**src/verilog/rvIsaPkg.sv**
```systemverilog
`default_nettype none

package rvIsaPkg;

    // Major opcodes of the RV32I subset
    typedef enum logic [6:0] {
        opLui    = 7'b0110111,
        opOpImm  = 7'b0010011,
        opOp     = 7'b0110011,
        opLoad   = 7'b0000011,
        opStore  = 7'b0100011,
        opBranch = 7'b1100011,
        opJal    = 7'b1101111,
        opJalr   = 7'b1100111
    } opcodeT;

    typedef enum logic [2:0] {
        immI = 3'd0,
        immS = 3'd1,
        immB = 3'd2,
        immJ = 3'd3,
        immU = 3'd4
    } immKindT;

    typedef enum logic [2:0] {
        aluAdd = 3'd0, // Also address and jalr target math
        aluSub = 3'd1,
        aluAnd = 3'd2,
        aluOr  = 3'd3,
        aluXor = 3'd4,
        aluSlt = 3'd5
    } aluOpT;

    typedef enum logic [1:0] {
        resAlu     = 2'd0,
        resMem     = 2'd1,
        resPcPlus4 = 2'd2, // Link value for jal and jalr
        resImm     = 2'd3  // lui
    } resultSelT;

    // Operand source in execute
    typedef enum logic [1:0] {
        fwdReg = 2'd0,
        fwdWb  = 2'd1,
        fwdMem = 2'd2
    } fwdSelT;

endpackage

`default_nettype wire

```
**src/verilog/rvPipePkg.sv**
```systemverilog
`default_nettype none

package rvPipePkg;

    localparam logic [31:0] resetPcDef = 32'h0000_0000;

    // Upper bound on the predictor index carried in update records
    localparam int unsigned PredIdxMaxBits = 12;

    typedef struct packed {
        rvIsaPkg::aluOpT aluOp;
        logic            aluSrcImm;
        logic            isBranch;
        logic            branchNe;  // bne when set, beq otherwise
        logic            isJal;
        logic            isJalr;
    } ctrlExT;

    typedef struct packed {
        logic                memWrite;
        logic                regWrite;
        rvIsaPkg::resultSelT resultSel;
    } ctrlMemT;

    typedef struct packed {
        logic                regWrite;
        rvIsaPkg::resultSelT resultSel;
    } ctrlWbT;

    // Predictor training from the instruction in execute
    typedef struct packed {
        logic                      phtWe;
        logic                      taken;
        logic                      mispredict;
        logic                      btbWe;
        logic [PredIdxMaxBits-1:0] idx;     // Gshare index captured at fetch
        logic [31:0]               pc;      // Selects and tags the target buffer entry
        logic [31:0]               target;
    } predUpdT;

    typedef struct packed {
        logic [4:0]  rd;
        logic [31:0] value;
    } retireT;

    typedef struct packed {
        logic [31:0] addr;
        logic [31:0] data;
    } storeT;

endpackage

`default_nettype wire

```
**src/verilog/rvBranchPredictor.sv**
```systemverilog
`timescale 1ns/1ps
`default_nettype none

module rvBranchPredictor #(
    parameter int unsigned PredIdxBits = 5
) (
    input  logic                   clk,
    input  logic                   reset,
    input  logic [31:0]            pcF_i,
    input  rvPipePkg::predUpdT     upd_i,
    output logic                   predTaken_o,
    output logic [31:0]            predTarget_o,
    output logic [PredIdxBits-1:0] predIdx_o
);

    localparam int unsigned Entries = 2 ** PredIdxBits;
    localparam int unsigned TagBits = 30 - PredIdxBits;

    logic [1:0]             pht [Entries];
    logic [PredIdxBits-1:0] history;
    logic                   btbValid [Entries];
    logic [TagBits-1:0]     btbTag [Entries];
    logic [31:0]            btbTarget [Entries];
    logic                   btbJump [Entries];

    logic [PredIdxBits-1:0] pcIdx;
    logic                   btbHit;
    logic [PredIdxBits-1:0] updIdx;
    logic [PredIdxBits-1:0] updBtbIdx;
    logic [1:0]             cnt;

    // Fetch side lookup
    assign pcIdx        = pcF_i[PredIdxBits+1:2];
    assign predIdx_o    = pcIdx ^ history;
    assign btbHit       = btbValid[pcIdx] && btbTag[pcIdx] == pcF_i[31:PredIdxBits+2];
    assign predTaken_o  = btbHit && (btbJump[pcIdx] || pht[predIdx_o][1]);
    assign predTarget_o = btbTarget[pcIdx];

    assign updIdx    = upd_i.idx[PredIdxBits-1:0];
    assign updBtbIdx = upd_i.pc[PredIdxBits+1:2];
    assign cnt       = pht[updIdx];

    always_ff @(posedge clk) begin
        if (reset) begin
            history <= '0;
            for (int i = 0; i < Entries; i++) begin
                pht[i]      <= 2'b01; // Weakly not-taken
                btbValid[i] <= 1'b0;
            end
        end else begin
            if (upd_i.phtWe) begin
                if (upd_i.taken) pht[updIdx] <= (cnt == 2'b11) ? cnt : cnt + 2'b01;
                else pht[updIdx] <= (cnt == 2'b00) ? cnt : cnt - 2'b01;
                history <= upd_i.mispredict ? '0 : {history[PredIdxBits-2:0], upd_i.taken};
            end
            if (upd_i.btbWe) btbValid[updBtbIdx] <= 1'b1;
        end
    end

    // Target buffer payload
    always_ff @(posedge clk) begin
        if (upd_i.btbWe) begin
            btbTag[updBtbIdx]    <= upd_i.pc[31:PredIdxBits+2];
            btbTarget[updBtbIdx] <= upd_i.target;
            btbJump[updBtbIdx]   <= !upd_i.phtWe;
        end
    end

    // Training reads a defined counter
    assert property (@(posedge clk) disable iff (reset)
        upd_i.phtWe |-> !$isunknown(cnt))
        else $error("PHT counter undefined on update");

endmodule

`default_nettype wire

```
**src/verilog/rvHazardUnit.sv**
```systemverilog
`timescale 1ns/1ps
`default_nettype none

module rvHazardUnit (
    input  logic [4:0]       rs1D_i,
    input  logic [4:0]       rs2D_i,
    input  logic [4:0]       rs1E_i,
    input  logic [4:0]       rs2E_i,
    input  logic [4:0]       rdE_i,
    input  logic [4:0]       rdM_i,
    input  logic [4:0]       rdW_i,
    input  logic             regWriteM_i,
    input  logic             regWriteW_i,
    input  logic             loadE_i,
    input  logic             mispredictE_i,
    output rvIsaPkg::fwdSelT fwdA_o,
    output rvIsaPkg::fwdSelT fwdB_o,
    output logic             stallF_o,
    output logic             stallD_o,
    output logic             flushD_o,
    output logic             flushE_o
);

    import rvIsaPkg::*;

    logic loadUse;

    // Memory stage holds the younger result, so it wins
    always_comb begin
        fwdA_o = fwdReg;
        if (regWriteM_i && rdM_i != 5'd0 && rdM_i == rs1E_i) fwdA_o = fwdMem;
        else if (regWriteW_i && rdW_i != 5'd0 && rdW_i == rs1E_i) fwdA_o = fwdWb;
        fwdB_o = fwdReg;
        if (regWriteM_i && rdM_i != 5'd0 && rdM_i == rs2E_i) fwdB_o = fwdMem;
        else if (regWriteW_i && rdW_i != 5'd0 && rdW_i == rs2E_i) fwdB_o = fwdWb;
    end

    // Consumer right behind a load waits one cycle in decode
    assign loadUse = loadE_i && rdE_i != 5'd0 && (rdE_i == rs1D_i || rdE_i == rs2D_i);

    assign stallF_o = loadUse;
    assign stallD_o = loadUse;
    assign flushD_o = mispredictE_i; // Wrong-path fetch
    assign flushE_o = loadUse || mispredictE_i;

endmodule

`default_nettype wire

```
**src/verilog/rvPipeControl.sv**
```systemverilog
`timescale 1ns/1ps
`default_nettype none

module rvPipeControl (
    input  logic                clk,
    input  logic                reset,
    input  logic [6:0]          op_i,
    input  logic [2:0]          funct3_i,
    input  logic                funct7b5_i,
    input  logic                stallD_i,
    input  logic                flushE_i,
    output rvIsaPkg::immKindT   immKind_o,
    output rvPipePkg::ctrlExT   ctrlEx_o,
    output rvPipePkg::ctrlMemT  ctrlMem_o,
    output rvPipePkg::ctrlWbT   ctrlWb_o,
    output logic                loadE_o
);

    import rvIsaPkg::*;
    import rvPipePkg::*;

    ctrlExT  exD;
    ctrlMemT memD;
    ctrlMemT memE;

    function automatic aluOpT aluDecode(logic [2:0] f3, logic subOp);
        case (f3)
            3'b000:  return subOp ? aluSub : aluAdd;
            3'b010:  return aluSlt;
            3'b100:  return aluXor;
            3'b110:  return aluOr;
            3'b111:  return aluAnd;
            default: return aluAdd;
        endcase
    endfunction

    // Main decoder; anything unrecognised stays a bubble
    always_comb begin
        immKind_o = immI;
        exD       = '0;
        memD      = '0;
        case (op_i)
            opLui: begin
                immKind_o      = immU;
                memD.regWrite  = 1'b1;
                memD.resultSel = resImm;
            end
            opOpImm, opOp: begin
                exD.aluOp     = aluDecode(funct3_i, op_i == opOp && funct7b5_i);
                exD.aluSrcImm = op_i == opOpImm;
                memD.regWrite = 1'b1;
            end
            opLoad: begin
                exD.aluSrcImm  = 1'b1;
                memD.regWrite  = 1'b1;
                memD.resultSel = resMem;
            end
            opStore: begin
                immKind_o     = immS;
                exD.aluSrcImm = 1'b1;
                memD.memWrite = 1'b1;
            end
            opBranch: begin
                immKind_o    = immB;
                exD.isBranch = 1'b1;
                exD.branchNe = funct3_i[0];
            end
            opJal: begin
                immKind_o      = immJ;
                exD.isJal      = 1'b1;
                memD.regWrite  = 1'b1;
                memD.resultSel = resPcPlus4;
            end
            opJalr: begin
                exD.isJalr     = 1'b1;
                exD.aluSrcImm  = 1'b1;   // rs1 + imm
                memD.regWrite  = 1'b1;
                memD.resultSel = resPcPlus4;
            end
            default: ;
        endcase
    end

    always_ff @(posedge clk) begin
        if (reset || flushE_i || stallD_i) begin // Held decode issues a bubble
            ctrlEx_o <= '0;
            memE     <= '0;
        end else begin
            ctrlEx_o <= exD;
            memE     <= memD;
        end
    end

    always_ff @(posedge clk) begin
        if (reset) begin
            ctrlMem_o <= '0;
            ctrlWb_o  <= '0;
        end else begin
            ctrlMem_o <= memE;
            ctrlWb_o  <= '{regWrite: ctrlMem_o.regWrite, resultSel: ctrlMem_o.resultSel};
        end
    end

    assign loadE_o = memE.resultSel == resMem;

endmodule

`default_nettype wire

```
**src/verilog/rvPipeCore.sv**
```systemverilog
`timescale 1ns/1ps
`default_nettype none

module rvPipeCore #(
    parameter logic [31:0] ResetPc     = rvPipePkg::resetPcDef,
    parameter int unsigned PredIdxBits = 5
) (
    input  logic              clk,
    input  logic              reset,
    output logic [31:0]       pcF_o,
    input  logic [31:0]       instrF_i,
    output logic              memWrite_o,
    output rvPipePkg::storeT  store_o,
    output logic [31:0]       dataAddr_o,
    input  logic [31:0]       loadData_i,
    output logic              retireValid_o,
    output rvPipePkg::retireT retire_o
);

    import rvIsaPkg::*;
    import rvPipePkg::*;

    logic [6:0]             op;
    logic [2:0]             funct3;
    logic                   funct7b5, loadE, mispredictE;
    logic                   stallF, stallD, flushD, flushE;
    logic [4:0]             rs1D, rs2D, rs1E, rs2E, rdE, rdM, rdW;
    immKindT                immKind;
    fwdSelT                 fwdA, fwdB;
    ctrlExT                 ctrlEx;
    ctrlMemT                ctrlMem;
    ctrlWbT                 ctrlWb;
    predUpdT                predUpd;
    logic                   predTaken;
    logic [31:0]            predTarget;
    logic [PredIdxBits-1:0] predIdx;

    rvPipeDatapath #(
        .ResetPc     (ResetPc),
        .PredIdxBits (PredIdxBits)
    ) rvPipeDatapath_i (
        .clk           (clk),
        .reset         (reset),
        .instrF_i      (instrF_i),
        .pcF_o         (pcF_o),
        .predTaken_i   (predTaken),
        .predTarget_i  (predTarget),
        .predIdx_i     (predIdx),
        .predUpd_o     (predUpd),
        .immKind_i     (immKind),
        .ctrlEx_i      (ctrlEx),
        .ctrlMem_i     (ctrlMem),
        .ctrlWb_i      (ctrlWb),
        .stallF_i      (stallF),
        .stallD_i      (stallD),
        .flushD_i      (flushD),
        .flushE_i      (flushE),
        .fwdA_i        (fwdA),
        .fwdB_i        (fwdB),
        .op_o          (op),
        .funct3_o      (funct3),
        .funct7b5_o    (funct7b5),
        .rs1D_o        (rs1D),
        .rs2D_o        (rs2D),
        .rs1E_o        (rs1E),
        .rs2E_o        (rs2E),
        .rdE_o         (rdE),
        .rdM_o         (rdM),
        .rdW_o         (rdW),
        .mispredictE_o (mispredictE),
        .store_o       (store_o),
        .memWrite_o    (memWrite_o),
        .dataAddr_o    (dataAddr_o),
        .loadData_i    (loadData_i),
        .retire_o      (retire_o),
        .retireValid_o (retireValid_o)
    );

    rvPipeControl rvPipeControl_i (
        .clk        (clk),
        .reset      (reset),
        .op_i       (op),
        .funct3_i   (funct3),
        .funct7b5_i (funct7b5),
        .stallD_i   (stallD),
        .flushE_i   (flushE),
        .immKind_o  (immKind),
        .ctrlEx_o   (ctrlEx),
        .ctrlMem_o  (ctrlMem),
        .ctrlWb_o   (ctrlWb),
        .loadE_o    (loadE)
    );

    rvHazardUnit rvHazardUnit_i (
        .rs1D_i        (rs1D),
        .rs2D_i        (rs2D),
        .rs1E_i        (rs1E),
        .rs2E_i        (rs2E),
        .rdE_i         (rdE),
        .rdM_i         (rdM),
        .rdW_i         (rdW),
        .regWriteM_i   (ctrlMem.regWrite),
        .regWriteW_i   (ctrlWb.regWrite),
        .loadE_i       (loadE),
        .mispredictE_i (mispredictE),
        .fwdA_o        (fwdA),
        .fwdB_o        (fwdB),
        .stallF_o      (stallF),
        .stallD_o      (stallD),
        .flushD_o      (flushD),
        .flushE_o      (flushE)
    );

    rvBranchPredictor #(
        .PredIdxBits (PredIdxBits)
    ) rvBranchPredictor_i (
        .clk          (clk),
        .reset        (reset),
        .pcF_i        (pcF_o),
        .upd_i        (predUpd),
        .predTaken_o  (predTaken),
        .predTarget_o (predTarget),
        .predIdx_o    (predIdx)
    );

endmodule

`default_nettype wire

```
**src/verilog/rvPipeDatapath.sv**
```systemverilog
`timescale 1ns/1ps
`default_nettype none

module rvPipeDatapath #(
    parameter logic [31:0] ResetPc     = rvPipePkg::resetPcDef,
    parameter int unsigned PredIdxBits = 5
) (
    input  logic                   clk,
    input  logic                   reset,
    input  logic [31:0]            instrF_i,
    output logic [31:0]            pcF_o,
    input  logic                   predTaken_i,
    input  logic [31:0]            predTarget_i,
    input  logic [PredIdxBits-1:0] predIdx_i,
    output rvPipePkg::predUpdT     predUpd_o,
    input  rvIsaPkg::immKindT      immKind_i,
    input  rvPipePkg::ctrlExT      ctrlEx_i,
    input  rvPipePkg::ctrlMemT     ctrlMem_i,
    input  rvPipePkg::ctrlWbT      ctrlWb_i,
    input  logic                   stallF_i,
    input  logic                   stallD_i,
    input  logic                   flushD_i,
    input  logic                   flushE_i,
    input  rvIsaPkg::fwdSelT       fwdA_i,
    input  rvIsaPkg::fwdSelT       fwdB_i,
    output logic [6:0]             op_o,
    output logic [2:0]             funct3_o,
    output logic                   funct7b5_o,
    output logic [4:0]             rs1D_o,
    output logic [4:0]             rs2D_o,
    output logic [4:0]             rs1E_o,
    output logic [4:0]             rs2E_o,
    output logic [4:0]             rdE_o,
    output logic [4:0]             rdM_o,
    output logic [4:0]             rdW_o,
    output logic                   mispredictE_o,
    output rvPipePkg::storeT       store_o,
    output logic                   memWrite_o,
    output logic [31:0]            dataAddr_o,
    input  logic [31:0]            loadData_i,
    output rvPipePkg::retireT      retire_o,
    output logic                   retireValid_o
);

    import rvIsaPkg::*;
    import rvPipePkg::*;

    logic [31:0] instrD, pcD, predTargetD, immD, rd1D, rd2D;
    logic        predTakenD;
    logic [PredIdxBits-1:0] predIdxD, predIdxE;
    logic [31:0] pcE, predTargetE, immE, rd1E, rd2E;
    logic        predTakenE;
    logic [31:0] srcAE, writeDataE, srcBE, aluE, pcPlus4E, targetE, correctPcE;
    logic        branchTakenE, takenE;
    logic [31:0] aluM, writeDataM, pcPlus4M, immM, fwdDataM;
    logic [31:0] aluW, readW, pcPlus4W, immW, resultW;

    function automatic logic [31:0] fwdMux(fwdSelT sel, logic [31:0] regVal,
                                           logic [31:0] wbVal, logic [31:0] memVal);
        case (sel)
            fwdMem:  return memVal;
            fwdWb:   return wbVal;
            default: return regVal;
        endcase
    endfunction

    // Fetch; a correction from execute beats the prediction
    always_ff @(posedge clk) begin
        if (reset) pcF_o <= ResetPc;
        else if (!stallF_i) begin
            if (mispredictE_o) pcF_o <= correctPcE;
            else if (predTaken_i) pcF_o <= predTarget_i;
            else pcF_o <= pcF_o + 32'd4;
        end
    end

    always_ff @(posedge clk) begin
        if (reset || flushD_i) begin
            instrD     <= 32'd0;   // Decodes as a bubble
            predTakenD <= 1'b0;
        end else if (!stallD_i) begin
            instrD      <= instrF_i;
            pcD         <= pcF_o;
            predTakenD  <= predTaken_i;
            predTargetD <= predTarget_i;
            predIdxD    <= predIdx_i;
        end
    end

    // Decode
    assign op_o       = instrD[6:0];
    assign funct3_o   = instrD[14:12];
    assign funct7b5_o = instrD[30];
    assign rs1D_o     = instrD[19:15];
    assign rs2D_o     = instrD[24:20];

    always_comb begin
        case (immKind_i)
            immS:    immD = {{20{instrD[31]}}, instrD[31:25], instrD[11:7]};
            immB:    immD = {{20{instrD[31]}}, instrD[7], instrD[30:25], instrD[11:8], 1'b0};
            immJ:    immD = {{12{instrD[31]}}, instrD[19:12], instrD[20], instrD[30:21], 1'b0};
            immU:    immD = {instrD[31:12], 12'b0};
            default: immD = {{20{instrD[31]}}, instrD[31:20]};
        endcase
    end

    rvRegFile rvRegFile_i (
        .clk      (clk),
        .reset    (reset),
        .rAddr1_i (rs1D_o),
        .rAddr2_i (rs2D_o),
        .wEn_i    (ctrlWb_i.regWrite),
        .wAddr_i  (rdW_o),
        .wData_i  (resultW),
        .rData1_o (rd1D),
        .rData2_o (rd2D)
    );

    always_ff @(posedge clk) begin
        if (reset || flushE_i || stallD_i) predTakenE <= 1'b0;
        else predTakenE <= predTakenD;
    end

    always_ff @(posedge clk) begin
        rd1E        <= rd1D;
        rd2E        <= rd2D;
        pcE         <= pcD;
        immE        <= immD;
        predTargetE <= predTargetD;
        predIdxE    <= predIdxD;
        rs1E_o      <= rs1D_o;
        rs2E_o      <= rs2D_o;
        rdE_o       <= instrD[11:7];
    end

    // Execute
    assign srcAE      = fwdMux(fwdA_i, rd1E, resultW, fwdDataM);
    assign writeDataE = fwdMux(fwdB_i, rd2E, resultW, fwdDataM);
    assign srcBE      = ctrlEx_i.aluSrcImm ? immE : writeDataE;
    assign pcPlus4E   = pcE + 32'd4;

    always_comb begin
        case (ctrlEx_i.aluOp)
            aluSub:  aluE = srcAE - srcBE;
            aluAnd:  aluE = srcAE & srcBE;
            aluOr:   aluE = srcAE | srcBE;
            aluXor:  aluE = srcAE ^ srcBE;
            aluSlt:  aluE = {31'd0, $signed(srcAE) < $signed(srcBE)};
            default: aluE = srcAE + srcBE;
        endcase
    end

    assign branchTakenE = ctrlEx_i.isBranch && ((srcAE == writeDataE) != ctrlEx_i.branchNe);
    assign takenE       = branchTakenE || ctrlEx_i.isJal || ctrlEx_i.isJalr;
    assign targetE      = ctrlEx_i.isJalr ? {aluE[31:1], 1'b0} : pcE + immE;
    assign correctPcE   = takenE ? targetE : pcPlus4E;
    // Wrong direction, or taken to the wrong place
    assign mispredictE_o = (takenE != predTakenE) || (takenE && predTargetE != targetE);

    assign predUpd_o = '{
        phtWe:      ctrlEx_i.isBranch,
        taken:      branchTakenE,
        mispredict: mispredictE_o,
        btbWe:      takenE,
        idx:        PredIdxMaxBits'(predIdxE),
        pc:         pcE,
        target:     targetE
    };

    assert property (@(posedge clk) disable iff (reset)
        takenE |-> targetE[1:0] == 2'b00)
        else $error("Misaligned control transfer target %h", targetE);

    // Memory
    always_ff @(posedge clk) begin
        aluM       <= aluE;
        writeDataM <= writeDataE;
        pcPlus4M   <= pcPlus4E;
        immM       <= immE;
        rdM_o      <= rdE_o;
    end

    assign dataAddr_o = aluM;
    assign memWrite_o = ctrlMem_i.memWrite;
    assign store_o    = '{addr: aluM, data: writeDataM};

    always_comb begin
        case (ctrlMem_i.resultSel)
            resPcPlus4: fwdDataM = pcPlus4M;
            resImm:     fwdDataM = immM;
            default:    fwdDataM = aluM; // Loads never forward from here
        endcase
    end

    // Writeback
    always_ff @(posedge clk) begin
        aluW     <= aluM;
        readW    <= loadData_i;
        pcPlus4W <= pcPlus4M;
        immW     <= immM;
        rdW_o    <= rdM_o;
    end

    always_comb begin
        case (ctrlWb_i.resultSel)
            resMem:     resultW = readW;
            resPcPlus4: resultW = pcPlus4W;
            resImm:     resultW = immW;
            default:    resultW = aluW;
        endcase
    end

    assign retire_o      = '{rd: rdW_o, value: resultW};
    assign retireValid_o = ctrlWb_i.regWrite && rdW_o != 5'd0;

endmodule

`default_nettype wire

```
**src/verilog/rvRegFile.sv**
```systemverilog
`timescale 1ns/1ps
`default_nettype none

module rvRegFile (
    input  logic        clk,
    input  logic        reset,
    input  logic [4:0]  rAddr1_i,
    input  logic [4:0]  rAddr2_i,
    input  logic        wEn_i,
    input  logic [4:0]  wAddr_i,
    input  logic [31:0] wData_i,
    output logic [31:0] rData1_o,
    output logic [31:0] rData2_o
);

    logic [31:0] regs [1:31]; // x0 has no storage

    always_ff @(posedge clk) begin
        if (wEn_i && wAddr_i != 5'd0) begin
            regs[wAddr_i] <= wData_i;
        end
    end

    // Write-through so decode sees the value retiring this cycle
    always_comb begin
        if (rAddr1_i == 5'd0) rData1_o = 32'd0;
        else if (wEn_i && wAddr_i == rAddr1_i) rData1_o = wData_i;
        else rData1_o = regs[rAddr1_i];
        if (rAddr2_i == 5'd0) rData2_o = 32'd0;
        else if (wEn_i && wAddr_i == rAddr2_i) rData2_o = wData_i;
        else rData2_o = regs[rAddr2_i];
    end

    // Write port fully defined when enabled
    assert property (@(posedge clk) disable iff (reset)
        wEn_i |-> !$isunknown({wAddr_i, wData_i}))
        else $error("Register write with undefined address or data");

endmodule

`default_nettype wire
```
**config.mk**
```make
export PLATFORM = sky130hd
export DESIGN_NAME = rvPipeCore
export DESIGN_NICKNAME = d
export VERILOG_FILES = /design/src/verilog/rvIsaPkg.sv /design/src/verilog/rvPipePkg.sv /design/src/verilog/rvBranchPredictor.sv /design/src/verilog/rvHazardUnit.sv /design/src/verilog/rvPipeControl.sv /design/src/verilog/rvPipeCore.sv /design/src/verilog/rvPipeDatapath.sv /design/src/verilog/rvRegFile.sv
export SDC_FILE = /design/constraint.sdc
export NUM_CORES = 2
export LEC_CHECK = 0
export BUFFER_PORTS_ARGS = -buffer_cell sky130_fd_sc_hd__buf_2
export CAP_MARGIN = 20
export CORE_ASPECT_RATIO = 0.9
export CORE_MARGIN = 2
export CORE_UTILIZATION = 56
export CTS_CLUSTER_DIAMETER = 50
export DETAILED_ROUTE_END_ITERATION = 8
export GPL_TIMING_DRIVEN = 0
export PLACE_DENSITY = 0.72
export SLEW_MARGIN = 20
export SYNTH_ARGS = -nofsm -noshare
export SYNTH_HDL_FRONTEND = slang
export SYNTH_SLANG_ARGS = --single-unit
```
**constraint.sdc**
```tcl
create_clock -name clk -period 23.7 [get_ports clk]
set_input_delay 0 -clock clk [delete_from_list [all_inputs] [get_ports clk]]
set_output_delay 0 -clock clk [all_outputs]
set_load 0.05 [all_outputs]
```
==> key figures <==
Yosys
  – Synth top area share: 0.586
  – Mean Syn Cell Area: 16.9 µm²
  – Count of different cell masters after synthesis: 93
  – Synth warn: 0
  – Post-synth EDFFs: 2981
  – Synthesized cell area: 153000 µm²
  – Synth Flop Type: edfxtp_1
  – Top cell type by total area after synthesis: edfxtp_1
  – Seq/Total Area, Yosys: 0.661
  – Top cells by area, synth: edfxtp_1 (59%), mux4_2 (16%), dfxtp_1 (7.5%)
  – Asr flop ratio synth: 0
  – Syn Inst Count: 9042
  – Synthesized net count: 9243
  – Synthesis-stage register bit count: 3554

Power
  – Cell Pwr Density: 87.9 nW/µm²
  – Peak supply drop: 0.0764 mV
  – Leak pwr: 58.3 nW

Die
  – Core area: 271000 µm²
  – Site row count: 181
  – IO Count: 233
  – Die area: 277000 µm²
  – Die height: 500 µm
  – Die Wd: 555 µm
  – Initial core utilization: 0.564

Clock tree
  – TritonCTS Buffers: 370
  – Post-CTS sizing: 0
  – CTS tree: yes
  – Post CTS Setup Buffer Count: 0
  – CTS Sinks: 3554
  – Root Driver: clkbuf_16
  – Clock Latency Late Sink: 960 ps
  – Clock-pin slew on the worst setup and hold paths: 60 ps
  – H-tree Lvls: 5
  – CTS Buffer Depth: 4
  – CTS hold repair buffers: 106

Place
  – Placement Cell Area: 165000 µm²
  – Post-DP HPWL: 399000 µm
  – Buffers on Ports: 231
  – Final Wtd Congestion: 1.00

Drt
  – Total number of vias: 100000
  – Total iterations of the first detailed-routing run: 9
  – Met2 wire length: 249000 µm
  – Initial DRC Count: 17600
  – Final ANT Viol Nets: 0
  – Met3 wire length: 74600 µm
  – DRC viols: 2
  – Met1 Wirelength: 197000 µm
  – Top routing layer in use: met5
  – Via/cell ratio: 7.20
  – Wire length per cell: 40.8 µm
  – Routed wire length: 567000 µm

STA
  – F_max: 93.7 MHz
  – Skew final: 87.0 ps
  – Fin Setup TNS: 0 ps
  – Crit path time final: 10680 ps
  – Final hold vios: 0
  – Final hold slack: 9.44 ps
  – Setup-failing EPs final: 0
  – Fin crit share: 0.450
  – Slew of the pin with the lowest slew margin: 1330 ps
  – RSZ-0062 raised after global routing: false
  – Max Slew Vio Count: 0
  – Rel. slew slack: 0.114

GRT
  – Total GRT Usage: 0.406
  – Grt ovf: 0
  – Initial antenna violation count: 47
  – Vias in the first global route: 96100
  – First-pass GRT wire length: 771000 µm
  – Largest net degree at the start of global routing: 40

Final layout
  – Final net count: 10200
  – Final instance area: 178000 µm²
  – Filler instances: 17900
  – Layout area overhead: 16.7%
  – Layout cells sized above 1: 0.261

Critical path
  – RR Startpoint: rvPipeDatapath_i.rdW_o[2]
  – Crit Path Class: flip-flop to flip-flop
  – Slowest cell on crit path: a2111oi_1
  – Crit path DAT: 11350 ps
  – CP Capture Type: flip-flop
  – CP startpoint: rvPipeDatapath_i.rdW_o[2]
  – R2R setup slack: 13020 ps
  – Largest stage delay, worst path: 1020 ps
  – CP Cell Sequence: or3_4, o31ai_2, or4_1, buf_2, buf_1, a31oi_1, and2_1, mux2_2, ha_1, clkbuf_1, nand2_1, a2111oi_4, a21boi_1, a2111oi_1, o21ai_0, a31oi_1, a21oi_1, or3_1, a2111oi_2, and4_1, buf_6, o21ai_1, buf_2, nor3_1
  – Worst EP required: 24370 ps
  – R2R depth: 24
  – Startpoint Class: flip-flop
  – Maximum fanout along the worst path: 10
  – Setup crit end: rvPipeControl_i.ctrlEx_o[6]
  – Reg2reg end: rvPipeControl_i.ctrlEx_o[6]

Min path
  – Hold Crit Class: input pin to flip-flop

Outcome
  – Failing checks: DRC
  – Status: finished, violations left

Flow run
  – Max-cap violations: 0
## power breakdown
| part | switching, mW | total, mW | internal [mW] |
|---|---|---|---|
| registers | 0.174 | 7.33 | 7.15 |
| logic | 1.81 | 2.48 | 0.666 |
| clock network | 2.51 | 5.87 | 3.36 |
## worst max-delay path, delay by kind of cell (launching register included)
family	cells	cell delay, ps
adder cells (fa/ha/maj)	1	280
flip-flops	1	420
multiplexers	1	320
AND/OR/NAND/NOR	7	3330
buffers and inverters	5	1780
AO/OA/AOI/OAI	10	4260
## cells in the mapped netlist (60+ instances only)
library cell / number
nor2_1: 507
nor3_1: 258
a221oi_1: 74
mux2i_1: 276
a21oi_1: 379
and2_1: 64
nand3_1: 98
edfxtp_1: 2981
buf_2: 60
clkbuf_1: 412
a211oi_1: 70
mux2_2: 144
o211ai_1: 84
nor2b_1: 68
xor2_1: 67
ha_1: 132
buf_1: 111
mux4_2: 1092
nand2_1: 245
dfxtp_1: 573
xnor2_1: 122
inv_1: 200
o21ai_0: 189
## per-layer routing
layer | up-vias | global-route usage
met4 | 24 | 0.266
met2 | 8553 | 0.597
met1 | 51300 | 0.535
met5 | - | 0.00295
li1 | 38500 | -
met3 | 1742 | 0.111
## placed cells by master, fill, tap and decap left out, types with 132 or more instances in the layout
master,instances
o21ai_0,178
mux2i_1,275
nor2_1,442
inv_1,199
clkbuf_1,443
nor3_1,254
dfxtp_1,548
edfxtp_1,2981
nand2_1,244
mux2_2,144
mux4_2,1091
ha_1,132
buf_2,327
a21oi_1,377
clkbuf_16,382
## cell type report
class	count	area (µm²)	area share
buffer	621	2660	0.0149
sequential	3554	101000	0.567
clock buffer	464	10000	0.0563
inverter	201	757	0.00425
tap	3568	4460	0.0250
multi-input combinational	4666	49400	0.277
antenna	24	60.1	0.000337
clock inverter	215	2160	0.0121
timing repair buffer	590	7760	0.0436
## logic make-up after synthesis
kind of cell / Yosys count / share of synthesized area
AOI/OAI and AO/OA: 1209 / 0.0527
muxes: 1514 / 0.190
adders and majority gates: 137 / 0.0113
DFF: 3554 / 0.661
buffers and inverters: 822 / 0.0217
and+or+nand+nor: 1614 / 0.0523
xor gates and xnor gates: 192 / 0.0113
## registers in the layout, indices dropped and copies added (netlist names), 32 cells and up, named ones only
signal,count
rvPipeDatapath_i.immM,32
rvPipeDatapath_i.rd1E,32
rvPipeDatapath_i.dataAddr_o,32
rvPipeDatapath_i.immW,32
rvPipeDatapath_i.predTargetD,32
rvPipeDatapath_i.pcF_o,32
rvPipeDatapath_i.aluW,32
rvBranchPredictor_i.btbValid,32
rvPipeDatapath_i.pcD,32
rvBranchPredictor_i.btbTag,800
rvBranchPredictor_i.btbJump,32
rvPipeDatapath_i.immE,32
rvPipeDatapath_i.writeDataM,32
rvPipeDatapath_i.rd2E,32
rvPipeDatapath_i.pcE,32
rvPipeDatapath_i.pcPlus4M,32
rvPipeDatapath_i.rvRegFile_i.regs,992
rvBranchPredictor_i.btbTarget,1024
rvBranchPredictor_i.pht,64
rvPipeDatapath_i.pcPlus4W,32
rvPipeDatapath_i.predTargetE,32
rvPipeDatapath_i.readW,32
rvPipeDatapath_i.instrD,32
## worst min-delay path by stage
stage | start | to | cells after the start
after floorplan | loadData_i[0] | rvPipeDatapath_i.readW[0] | 0
after global placement | loadData_i[26] | rvPipeDatapath_i.readW[26] | 1
after detailed placement | loadData_i[18] | rvPipeDatapath_i.readW[18] | 1
after CTS | instrF_i[14] | rvPipeDatapath_i.instrD[14] | 4
after global routing | instrF_i[25] | rvPipeDatapath_i.instrD[25] | 4
final | instrF_i[25] | rvPipeDatapath_i.instrD[25] | 4
## stage by stage
step                      power (mW)  utilization  setup slack (ps)  cells
after detailed placement        9.81        0.608             13270  13100
after floorplan                 8.73            -             13580   9042
final                           15.7        0.658             13020  13900
after global routing            15.9        0.658             12990  13900
after global placement          9.73        0.585              5510  12800
after CTS                       15.6        0.657             13200  13900
Note: power is estimated with default switching activity, not from simulation.
